File: src/verilog/pixels_consts.svh
`ifndef PIXELS_CONSTS_SVH
`define PIXELS_CONSTS_SVH

// bits per pixel word
`define WORD_WIDTH 8

// words in one output window
`define ROWS 4

// tallest kernel the shift stage supports
`define KH_MAX 4

// words held by each lane, enough to slide a full kernel across one window
`define IM_SHIFT_REGS 7

// kernel shift count, wide enough for KH_MAX-1
`define BITS_SH 2

// parallel lanes in the shift stage
`define LANES 3

// sideband carried unchanged from input to every output beat
`define TUSER_WIDTH_PIXELS 4

`endif

File: src/verilog/pixels_pkg.sv
`include "pixels_consts.svh"

package pixels_pkg;

  // one input beat for the whole stage, one column window per lane
  typedef struct packed {
    logic [`LANES-1:0][`IM_SHIFT_REGS-1:0][`WORD_WIDTH-1:0] data;
    logic [`BITS_SH-1:0]                                    shift;
    logic [`TUSER_WIDTH_PIXELS-1:0]                         user;
  } pixels_in_t;

  // what a single lane receives from the dispatcher
  typedef struct packed {
    logic [`IM_SHIFT_REGS-1:0][`WORD_WIDTH-1:0] data;
    logic [`BITS_SH-1:0]                        shift;
    logic [`TUSER_WIDTH_PIXELS-1:0]             user;
  } lane_in_t;

  // one sliding window out of a lane
  typedef struct packed {
    logic [`ROWS-1:0][`WORD_WIDTH-1:0] data;
    logic [`TUSER_WIDTH_PIXELS-1:0]    user;
    logic                              last;
  } lane_out_t;

  // merged output beat, last marks the final window of an input beat
  typedef struct packed {
    logic [`LANES-1:0][`ROWS-1:0][`WORD_WIDTH-1:0] data;
    logic [`TUSER_WIDTH_PIXELS-1:0]                user;
    logic                                          last;
  } pixels_out_t;

endpackage

File: src/verilog/skid_buffer.sv
`timescale 1ns/1ps

module skid_buffer #(
  parameter int WIDTH = 8
) (
  input  logic             aclk,
  input  logic             arst_n,
  input  logic             s_valid,
  output logic             s_ready,
  input  logic [WIDTH-1:0] s_data,
  output logic             m_valid,
  input  logic             m_ready,
  output logic [WIDTH-1:0] m_data
);

  logic             skid_valid;
  logic [WIDTH-1:0] skid_data;
  logic             out_free;

  // the spare entry decides ready, so m_ready never reaches s_ready
  assign s_ready  = !skid_valid;
  assign out_free = m_ready || !m_valid;

  always_ff @(posedge aclk or negedge arst_n) begin
    if (!arst_n) begin
      m_valid    <= 1'b0;
      skid_valid <= 1'b0;
    end else begin
      if (out_free) begin
        m_valid    <= skid_valid || s_valid;
        skid_valid <= 1'b0;
      end else if (s_valid && s_ready) begin
        skid_valid <= 1'b1;
      end
    end
  end

  always_ff @(posedge aclk) begin
    if (out_free) begin
      if (skid_valid) begin
        m_data <= skid_data;
      end else begin
        m_data <= s_data;
      end
    end else if (s_valid && s_ready) begin
      skid_data <= s_data;
    end
  end

  // a stalled output beat must not change under the receiver
  assert property (@(posedge aclk) disable iff (!arst_n)
    (m_valid && !m_ready) |=> (m_valid && $stable(m_data)));

endmodule

File: src/verilog/pixels_dispatch.sv
`timescale 1ns/1ps
`include "pixels_consts.svh"

module pixels_dispatch import pixels_pkg::*; (
  input  logic              aclk,
  input  logic              arst_n,
  input  logic              s_valid,
  output logic              s_ready,
  input  pixels_in_t        s_data,
  output logic [`LANES-1:0] lane_valid,
  input  logic [`LANES-1:0] lane_ready,
  output lane_in_t          lane_data [`LANES]
);

  pixels_in_t        beat;
  logic [`LANES-1:0] pending;

  // lanes still owed the held beat, a new one waits until all have it
  assign s_ready    = (pending == '0);
  assign lane_valid = pending;

  always_ff @(posedge aclk or negedge arst_n) begin
    if (!arst_n) begin
      pending <= '0;
    end else if (s_valid && s_ready) begin
      pending <= '1;
    end else begin
      pending <= pending & ~lane_ready;
    end
  end

  always_ff @(posedge aclk) begin
    if (s_valid && s_ready) begin
      beat <= s_data;
    end
  end

  // every lane sees the same shift and user word with its own column
  always_comb begin
    for (int i = 0; i < `LANES; i++) begin
      lane_data[i].data  = beat.data[i];
      lane_data[i].shift = beat.shift;
      lane_data[i].user  = beat.user;
    end
  end

  // a lane is offered a beat again only once a new input beat has been accepted
  assert property (@(posedge aclk) disable iff (!arst_n)
    ((lane_valid & ~$past(lane_valid)) != '0) |-> $past(s_valid && s_ready));

endmodule

File: src/verilog/axis_pixels_shift.sv
`timescale 1ns/1ps
`include "pixels_consts.svh"

module axis_pixels_shift import pixels_pkg::*; (
  input  logic      aclk,
  input  logic      arst_n,
  input  logic      s_valid,
  output logic      s_ready,
  input  lane_in_t  s_data,
  output logic      m_valid,
  input  logic      m_ready,
  output lane_out_t m_data
);

  logic                                       clken;
  logic                                       count_last;
  logic                                       count_en;
  logic [`BITS_SH-1:0]                        count;
  logic [`IM_SHIFT_REGS-1:0][`WORD_WIDTH-1:0] shift_regs;
  logic                                       reg_valid;
  logic [`TUSER_WIDTH_PIXELS-1:0]             reg_user;
  lane_out_t                                  window;

  // clken is the skid buffer taking the current window
  assign count_last = (count == '0);
  assign count_en   = clken && (count_last ? s_valid : 1'b1);
  assign s_ready    = clken && count_last;

  always_ff @(posedge aclk or negedge arst_n) begin
    if (!arst_n) begin
      count     <= '0;
      reg_valid <= 1'b0;
    end else begin
      if (count_en) begin
        count <= count_last ? s_data.shift : count - 1'b1;
      end
      // valid stays up through the countdown and drops once input runs dry
      if (s_ready) begin
        reg_valid <= s_valid;
      end
    end
  end

  always_ff @(posedge aclk) begin
    if (count_en) begin
      if (count_last) begin
        shift_regs <= s_data.data;
        reg_user   <= s_data.user;
      end else begin
        shift_regs <= shift_regs >> `WORD_WIDTH;
      end
    end
  end

  // the bottom words form the window, zeros move in from the top
  assign window.data = shift_regs[`ROWS-1:0];
  assign window.user = reg_user;
  assign window.last = count_last;

  skid_buffer #(
    .WIDTH ($bits(lane_out_t))
  ) out_skid (
    .aclk    (aclk),
    .arst_n  (arst_n),
    .s_valid (reg_valid),
    .s_ready (clken),
    .s_data  (window),
    .m_valid (m_valid),
    .m_ready (m_ready),
    .m_data  (m_data)
  );

  // a countdown always has its window waiting at the skid buffer input
  assert property (@(posedge aclk) disable iff (!arst_n)
    (count != '0) |-> reg_valid);

endmodule

File: src/verilog/pixels_gather.sv
`timescale 1ns/1ps
`include "pixels_consts.svh"

module pixels_gather import pixels_pkg::*; (
  input  logic              aclk,
  input  logic              arst_n,
  input  logic [`LANES-1:0] s_valid,
  output logic              s_ready,
  input  lane_out_t         s_data [`LANES],
  output logic              m_valid,
  input  logic              m_ready,
  output pixels_out_t       m_data
);

  logic              all_valid;
  logic              join_ready;
  logic [`LANES-1:0] last_bits;
  pixels_out_t       joined;

  // lanes only move together, so a slow lane holds back the others
  assign all_valid = &s_valid;
  assign s_ready   = all_valid && join_ready;

  always_comb begin
    joined.user = s_data[0].user;
    joined.last = s_data[0].last;
    for (int i = 0; i < `LANES; i++) begin
      joined.data[i] = s_data[i].data;
      last_bits[i]   = s_data[i].last;
    end
  end

  skid_buffer #(
    .WIDTH ($bits(pixels_out_t))
  ) out_skid (
    .aclk    (aclk),
    .arst_n  (arst_n),
    .s_valid (all_valid),
    .s_ready (join_ready),
    .s_data  (joined),
    .m_valid (m_valid),
    .m_ready (m_ready),
    .m_data  (m_data)
  );

  // lanes count down in step, so they finish a window set on the same beat
  assert property (@(posedge aclk) disable iff (!arst_n)
    all_valid |-> ((last_bits == '0) || (last_bits == '1)));

endmodule

File: src/verilog/pixels_top.sv
`timescale 1ns/1ps
`include "pixels_consts.svh"

module pixels_top import pixels_pkg::*; (
  input  logic        aclk,
  input  logic        arst_n,
  input  logic        s_valid,
  output logic        s_ready,
  input  pixels_in_t  s_data,
  output logic        m_valid,
  input  logic        m_ready,
  output pixels_out_t m_data
);

  logic [`LANES-1:0] lane_in_valid;
  logic [`LANES-1:0] lane_in_ready;
  lane_in_t          lane_in_data [`LANES];
  logic [`LANES-1:0] lane_out_valid;
  logic              lane_out_ready;
  lane_out_t         lane_out_data [`LANES];

  pixels_dispatch dispatch_i (
    .aclk       (aclk),
    .arst_n     (arst_n),
    .s_valid    (s_valid),
    .s_ready    (s_ready),
    .s_data     (s_data),
    .lane_valid (lane_in_valid),
    .lane_ready (lane_in_ready),
    .lane_data  (lane_in_data)
  );

  for (genvar i = 0; i < `LANES; i++) begin : g_lane
    axis_pixels_shift lane_i (
      .aclk    (aclk),
      .arst_n  (arst_n),
      .s_valid (lane_in_valid[i]),
      .s_ready (lane_in_ready[i]),
      .s_data  (lane_in_data[i]),
      .m_valid (lane_out_valid[i]),
      .m_ready (lane_out_ready),
      .m_data  (lane_out_data[i])
    );
  end

  // one ready releases every lane on the same edge
  pixels_gather gather_i (
    .aclk    (aclk),
    .arst_n  (arst_n),
    .s_valid (lane_out_valid),
    .s_ready (lane_out_ready),
    .s_data  (lane_out_data),
    .m_valid (m_valid),
    .m_ready (m_ready),
    .m_data  (m_data)
  );

endmodule

File: config.mk
export PLATFORM = sky130hd
export DESIGN_NAME = pixels_top
export DESIGN_NICKNAME = d
export VERILOG_FILES = /design/src/verilog/pixels_pkg.sv /design/src/verilog/skid_buffer.sv /design/src/verilog/pixels_dispatch.sv /design/src/verilog/axis_pixels_shift.sv /design/src/verilog/pixels_gather.sv /design/src/verilog/pixels_top.sv
export VERILOG_INCLUDE_DIRS = /design/src /design/src/verilog
export SDC_FILE = /design/constraint.sdc
export NUM_CORES = 1
export LEC_CHECK = 0
export ABC_AREA = 1
export ABC_CLOCK_PERIOD_IN_PS = 7950
export BUFFER_PORTS_ARGS = -buffer_cell sky130_fd_sc_hd__buf_2
export CAP_MARGIN = 20
export CORE_MARGIN = 2
export CORE_UTILIZATION = 50
export DETAILED_ROUTE_END_ITERATION = 8
export GPL_TIMING_DRIVEN = 0
export PLACE_DENSITY = 0.72
export SYNTH_ARGS = -nofsm -noshare
export SYNTH_HDL_FRONTEND = slang
export SYNTH_HIERARCHICAL = 1
export SYNTH_SLANG_ARGS = --single-unit
File: constraint.sdc
create_clock -name aclk -period 7.95 [get_ports aclk]
set_clock_uncertainty 0.2 [all_clocks]
set_input_delay 1.1925 -clock aclk [delete_from_list [all_inputs] [get_ports aclk]]
set_output_delay 1.1925 -clock aclk [all_outputs]
set_load 0.01 [all_outputs]
==> Yosys cells after proc, flatten, opt, wreduce, memory -nomap -nowiden <==
Cells that the tools add are included.
{ "totals": {"ff_bits": 798, "in_bits": 178, "output_inout_bits": 103} }
{ "op_classes": {"add_sub_neg": 3, "n_mux": 22, "bitwise_logic": 6, "reduce_logical": 43} }
{ "ops": {"columns": ["operator", "count"], "rows": [
  ["two-way mux 48 bit", 3],
  ["two-way mux 37 bit", 3],
  ["two-way mux 101 bit", 1],
  ["AND reduction 2 bit", 7],
  ["logical AND 1 bit", 11],
  ["two-way mux 1 bit", 11],
  ["zero test 1 bit", 8],
  ["logical OR 1 bit", 8],
  ["nonzero test 2 bit", 4],
  ["zero test 2 bit", 3],
  ["two-way mux 2 bit", 3],
  ["subtractor 2 x 1 -> 2 bit, second input constant", 3],
  ["NOT 1 bit", 4],
  ["bitwise AND 3 bit", 1],
  ["zero test 3 bit", 1],
  ["two-way mux 3 bit", 1],
  ["NOT 3 bit", 1],
  ["AND reduction 3 bit", 1]
]} }

==> Logic depth before layout (Yosys ltp) <==
Gate-level depths: netlist of the first run.
{ "depth": {"ltp_word": 5, "ltp_mapped": 7, "depth_no_buf": 6} }

==> Hierarchy <==
Netlist of the first run, hierarchy kept.
{ "by_module_without_submodules": {"columns": ["module", "instances", "cells_each", "area_per_inst_um2"], "rows": [
  ["skid_buffer at g_lane[0].lane_i.out_skid ...", 3, 203, 2775.2],
  ["axis_pixels_shift", 3, 256, 2672.6],
  ["skid_buffer at gather_i.out_skid", 1, 537, 7410.9],
  ["pixels_dispatch", 1, 203, 5454.0],
  ["pixels_gather", 1, 4, 23.8]
]} }

==> Least setup slack after synthesis of the first run <==
OpenSTA, ideal clock, no wires.
{ "synth_path": {"path_type": "in2reg", "startpoint": "input port m_ready", "endpoint": "register gather_i.out_skid.skid_data[0], enable pin", "setup_time_ps": 564, "arrival_time_ps": 8038, "path_slack_ps": -852, "cell_stages": 3, "path_buffers": 0, "cell_sequence": "inv_1 -> nand2_1 -> nor2_1"} }
{ "synth_via": {"elab_chain_cells": 3} }
{ "synth_lines": {"columns": ["item", "line_no", "source"], "rows": [
  ["start: declaration", "pixels_top.sv:11", "input logic m_ready,"],
  ["logical OR 1 bit", "skid_buffer.sv:22", "assign out_free = m_ready || !m_valid;"],
  ["net gather_i.out_skid.out_free", "skid_buffer.sv:18", "logic out_free;"],
  ["NOT 1 bit (no line)", null, null],
  ["AND reduction 2 bit (no line)", null, null],
  ["end signal: assignment", "skid_buffer.sv:46", "skid_data <= s_data;"],
  ["end: declaration", "skid_buffer.sv:17", "logic [WIDTH-1:0] skid_data;"]
]} }
The timed path passes the listed nets, and every way through them passes these cells.
A chain may end at the register's enable or synchronous reset.

==> Worst setup path after layout of the first run <==
{ "layout_path": {"startpoint": "input port m_ready", "endpoint": "register gather_i.out_skid.skid_data[64], enable pin"} }
Same word-level chain as after synthesis.

==> results.toml, run 1 <==
[clock_tree]
cts_root_buffer = "clkbuf_16"
h-tree-depth = 3
cts_resized = 0
numCtsBuffers = 79
clkTransAtPathRegs_ps = 60
cts_hold_buf = 0
cts.sinks = 770
post_cts_buffers = 0
cts_buffer_depth = 3
cts_tree = "yes"
clk_latency_ps = 610

[timing]
setup_viol = 0
finalHoldViolCount = 0
fin_crit_ps = 3230
relSlewSlack = 0.352
finalCritPeriodShare = 0.406
hold_slack_ps = 247
rsz0062_at_grt = "false"
tightest_slew_ps = 970
fmax_mhz = 309
setup_tns_ps = 0
drv_slew = 0

[drt]
drc = 0
wl_mm = 56.5
num_vias = 16000
wl_per_cell_microns = 17.4
detail-route-antenna-nets = 0
detail_route.vias_per_cell = 4.91
drt-initial-drc-count = 1126
dr.pass1.iters = 5

[power]
cellInternalPower_uw = 10300
clkPwrFrac = 0.228
pwr-share-seq = 0.509
peakVddDrop_v = 0.000216
power_density_nw_per_um2 = 456
total_power_uw = 15300
leakage_uw = 0.0139
combPwrFrac = 0.262
swShare = 0.324
p_sw_uw = 4940

[status]
status = "finished clean"

[yosys]
synth_cells = 2057
syn_nets = 2235
avgSynthCellArea_sq_um = 13.7
yosys_warnings = 6
syn_area_sq_um = 28200

[global_route]
antenna_found_initial = 6
grt_pass1_wl_mm = 87.5
grt_pass1_vias = 16100
grt_max_degree = 133
grt-ovfl-total = 0
grt_util_all_layers = 0.194

[die]
fp.dieW_microns = 242
rows = 87
pin_count = 281
die_h_microns = 242
core_area_sq_um = 56200
start_util = 0.503
die_area_sq_um = 58400

[finish]
stdcell_count = 3251
fin_util = 0.596
area_growth_pct = 18.5
layout.cells.most_common = "nand2_1"
final_cell_mix = "nand2_1, edfxtp_1, buf_2"
nNetsFinal = 2610
fillers = 4265
drive_gt1_frac = 0.208

[worst_setup_path]
crit_type = "input port to flop"
arrival_ps = 3340
start_kind = "input port"
worst_setup_path_end_kind = "flop"
crit_start = "m_ready"
cp_max_fo = 63
timing.rr.start = "gather_i/out_skid/skid_valid"
critPathRequiredTime_ps = 8060

[placement]
hpwlAfterDp_mm = 37.9
port_buffers = 280
dp.cells = 3107
globalplace.congestion = 0.861

[flow_run]
maxCapViolations = 0

[worst_hold_path]
min_from = "g_lane[1].lane_i/out_skid/m_data[26]"
hold_class = "flop to flop"
[final cells by class]
type | count | area, sq um | area share
Clock inverter | 45 | 358 | 0.0107
Buffer | 87 | 631 | 0.0188
Antenna cell | 5 | 12.5 | 0.000374
Timing Repair Buffer | 294 | 1750 | 0.0523
Multi-Input combinational cell | 1149 | 4480 | 0.134
Inverter | 51 | 199 | 0.00594
Clock buffer | 94 | 2080 | 0.0620
Tap cell | 756 | 946 | 0.0283
Sequential cell | 770 | 23000 | 0.688
[layer usage]
metal	up-vias	track usage	wire length (microns)
met2	500	0.321	27700
li1	7669	-	-
met1	7696	0.261	24000
met4	2	0.0703	1510
met3	99	0.0350	3250
met5	-	0	13
[power by group through the flow]
stage | sequential (uW) | clock [uW] | combinational, uW
after floorplan | 7850 | 0 | 2310
after global placement | 7990 | 0 | 3630
after detailed placement | 7850 | 0 | 4030
after CTS | 7780 | 3560 | 4060
after global routing | 7920 | 3730 | 4490
final | 7770 | 3490 | 4010
[state kept, by name, indices dropped and copies added (netlist names)]
name and flops:
dispatch_i/lane_valid 3, g_lane.lane_i/out_skid/m_valid 3, gather_i/out_skid/m_data 101, g_lane.lane_i/out_skid/m_data 101
g_lane.lane_i/count 6, g_lane.lane_i/shift_regs 168, dispatch_i/lane_data 174, gather_i/out_skid/m_valid 1
gather_i/out_skid/skid_data 101, g_lane.lane_i/out_skid/skid_data 101, gather_i/out_skid/skid_valid 1, g_lane.lane_i/reg_user 4
g_lane.lane_i/reg_valid 3, g_lane.lane_i/out_skid/skid_valid 3
[critical path: stages]
cell	delay, ps
buf_2	100
inv_1	80
nand2_4	450
buf_16	400
nor2_4	460
buf_16	250
buf_16	190
buf_16	180
[through the flow]
stage               setup slack, ps  area (sq um)
floorplan                       327         28200
CTS                            4680         33500
detailed placement             4020         31000
global placement              -2530         30600
finish                         4720         33500
global route                   4550         33500
[worst paths after layout]
| path | to | cells past startpoint | slack (ps) |
|---|---|---|---|
| max | gather_i/out_skid/skid_data[64] | 8 | 4720 |
| min | gather_i/out_skid/skid_data[58] | 0 | 250 |
| max reg2reg | g_lane[2].lane_i/out_skid/skid_data[20] | 7 | 4910 |
| min reg2reg | gather_i/out_skid/skid_data[58] | 0 | 250 |
| max in group asynchronous | gather_i/out_skid/skid_valid | 1 | 6800 |
| min in group asynchronous | g_lane[2].lane_i/count[0] | 1 | 380 |
Power figures use the tool's default switching activity.
==> inputs of run 2 (changes only) <==
- ABC_CLOCK_PERIOD_IN_PS: 7950 -> 3100
- PLACE_DENSITY: 0.72 -> 0.69
- clock period: 7.95 -> 3.1 ns (I/O delays scaled with it)
==> run 2 against run 1 <==
Against the previous run: sequential power rose to 2.6 times the previous value; combinational power grew to 2.6 times the previous value; cell area is 5.9% higher; global-route usage increased by 1.3 points; sequential share of layout area fell by 3.8 points; critical endpoint is now gather_i/out_skid/skid_data[43]; clock-buffer cell count down 1; core utilization is 3.5 points higher; sequential cell count is the same; critical path depth fell by 3; cell count rose by 5.5%.
==> results.toml, run 2 (synthesis results as in run 1) <==
[timing]
setup_viol = 0
finalCritPeriodShare = 0.882
drv_slew = 0
fin_crit_ps = 2730
hold_slack_ps = 226
relSlewSlack = 0.341
finalHoldViolCount = 0
tightest_slew_ps = 986
rsz0062_at_grt = "false"
fmax_mhz = 366

[worst_hold_path]
hold_class = "input port to async pin"

[worst_setup_path]
timing.rr.start = "gather_i/out_skid/m_valid"
arrival_ps = 2850
crit_type = "flop to flop"
start_kind = "flop"
worst_setup_path_end_kind = "flop"
crit_start = "gather_i/out_skid/m_valid"
cp_max_fo = 104
critPathRequiredTime_ps = 3210

[die]
pin_count = 281
fp.dieW_microns = 242
die_area_sq_um = 58400
die_h_microns = 242
start_util = 0.503
core_area_sq_um = 56200
rows = 87

[status]
status = "finished clean"

[global_route]
antenna_found_initial = 2
grt_max_degree = 105
grt-ovfl-total = 0
grt_pass1_vias = 17000
grt_util_all_layers = 0.207
grt_pass1_wl_mm = 92.8

[finish]
nNetsFinal = 2789
largest_reg_flops = 174
drive_gt1_frac = 0.197
layout.cells.most_common = "nand2_1"
area_growth_pct = 25.5
final_cell_mix = "nand2_1, edfxtp_1, buf_2"

[clock_tree]
h-tree-depth = 3
post_cts_buffers = 0
cts_buffer_depth = 3
cts.sinks = 770
numCtsBuffers = 78
clk_latency_ps = 620
cts_root_buffer = "clkbuf_16"
clkTransAtPathRegs_ps = 60
cts_tree = "yes"

[placement]
port_buffers = 280
globalplace.congestion = 0.848
hpwlAfterDp_mm = 37.9

[drt]
drt-initial-drc-count = 1128
num_vias = 16800
detail-route-antenna-nets = 0
drc = 0
wl_mm = 61.1
dr.pass1.iters = 6
wl_per_cell_microns = 17.8
detail_route.vias_per_cell = 4.90

[power]
total_power_uw = 39900
leakage_uw = 0.0146
power_density_nw_per_um2 = 1130
peakVddDrop_v = 0.000660

[flow_run]
maxCapViolations = 0
run 2: cell count changes in the layout (fill, tap and decap cells not counted), sizes merged:
cell	change
clkinv	+1
diode	-4
bufinv	+5
clkinvlp	+5
inv	-6
buf	+3
nor2	+1
dlygate4sd3	+176
clkbuf	-1
run 2: final timing paths:
check | end | slack (ps) | cells past startpoint
worst max-delay path | gather_i/out_skid/skid_data[43] | 370 | 5
worst min-delay path | dispatch_i/lane_valid[1] | 230 | 2
worst max register to register | gather_i/out_skid/skid_data[43] | 370 | 5
worst min register to register | gather_i/out_skid/skid_data[9] | 240 | 0
max in group asynchronous | g_lane[1].lane_i/out_skid/m_valid | 2060 | 2
min in group aclk | gather_i/out_skid/skid_data[9] | 240 | 0
run 2: stage by stage:
step	instance area [sq um]	worst slack, ps	instances	TNS, ps	util
3_3_place_gp	30700	-2020	3093	-669760	0.546
3_5_place_dp	31100	56.9	3109	0	0.553
2_1_floorplan	28300	-615	2057	-111650	-
6_report	35400	366	3431	0	0.631
5_1_grt	35400	131	3431	0	0.631
4_1_cts	35400	32.4	3428	0	0.630
run 2: cell type report:
cell class / instances / area, sq um
flip-flops and latches: 770 / 23000
fillers: 4047 / 20700
multi-input cells: 1150 / 4500
repair buffers: 473 / 3560
clock buffers: 93 / 2010
well taps: 756 / 946
plain buffers: 87 / 631
clock inverters: 50 / 562
inverters: 51 / 199
diodes: 1 / 2.50
run 2: routing by layer:
metal | share of wire | GRT usage
met1 | 0.42 | 0.274
met2 | 0.49 | 0.347
met3 | 0.052 | 0.0314
met4 | 0.035 | 0.0844
met5 | 0 | 0
run 2: what timing repair did:
item	in CTS	in global routing
hold buffers	176	0
endpoints found under the setup margin	0	32
gates resized for setup	0	1
hold endpoints to repair	197	0
run 2: critical path, cell delays in order (launching register included):
cell and delay, ps:
dfrtp_1 480, nand2_8 450, nor2_4 640, buf_12 260
buf_16 190, buf_16 180
run 2: where the power goes:
group	switching [uW]	internal, uW	total [uW]
registers	1870	18100	19900
clock network	3880	5500	9380
logic	7130	3430	10600
total	12900	27000	39900
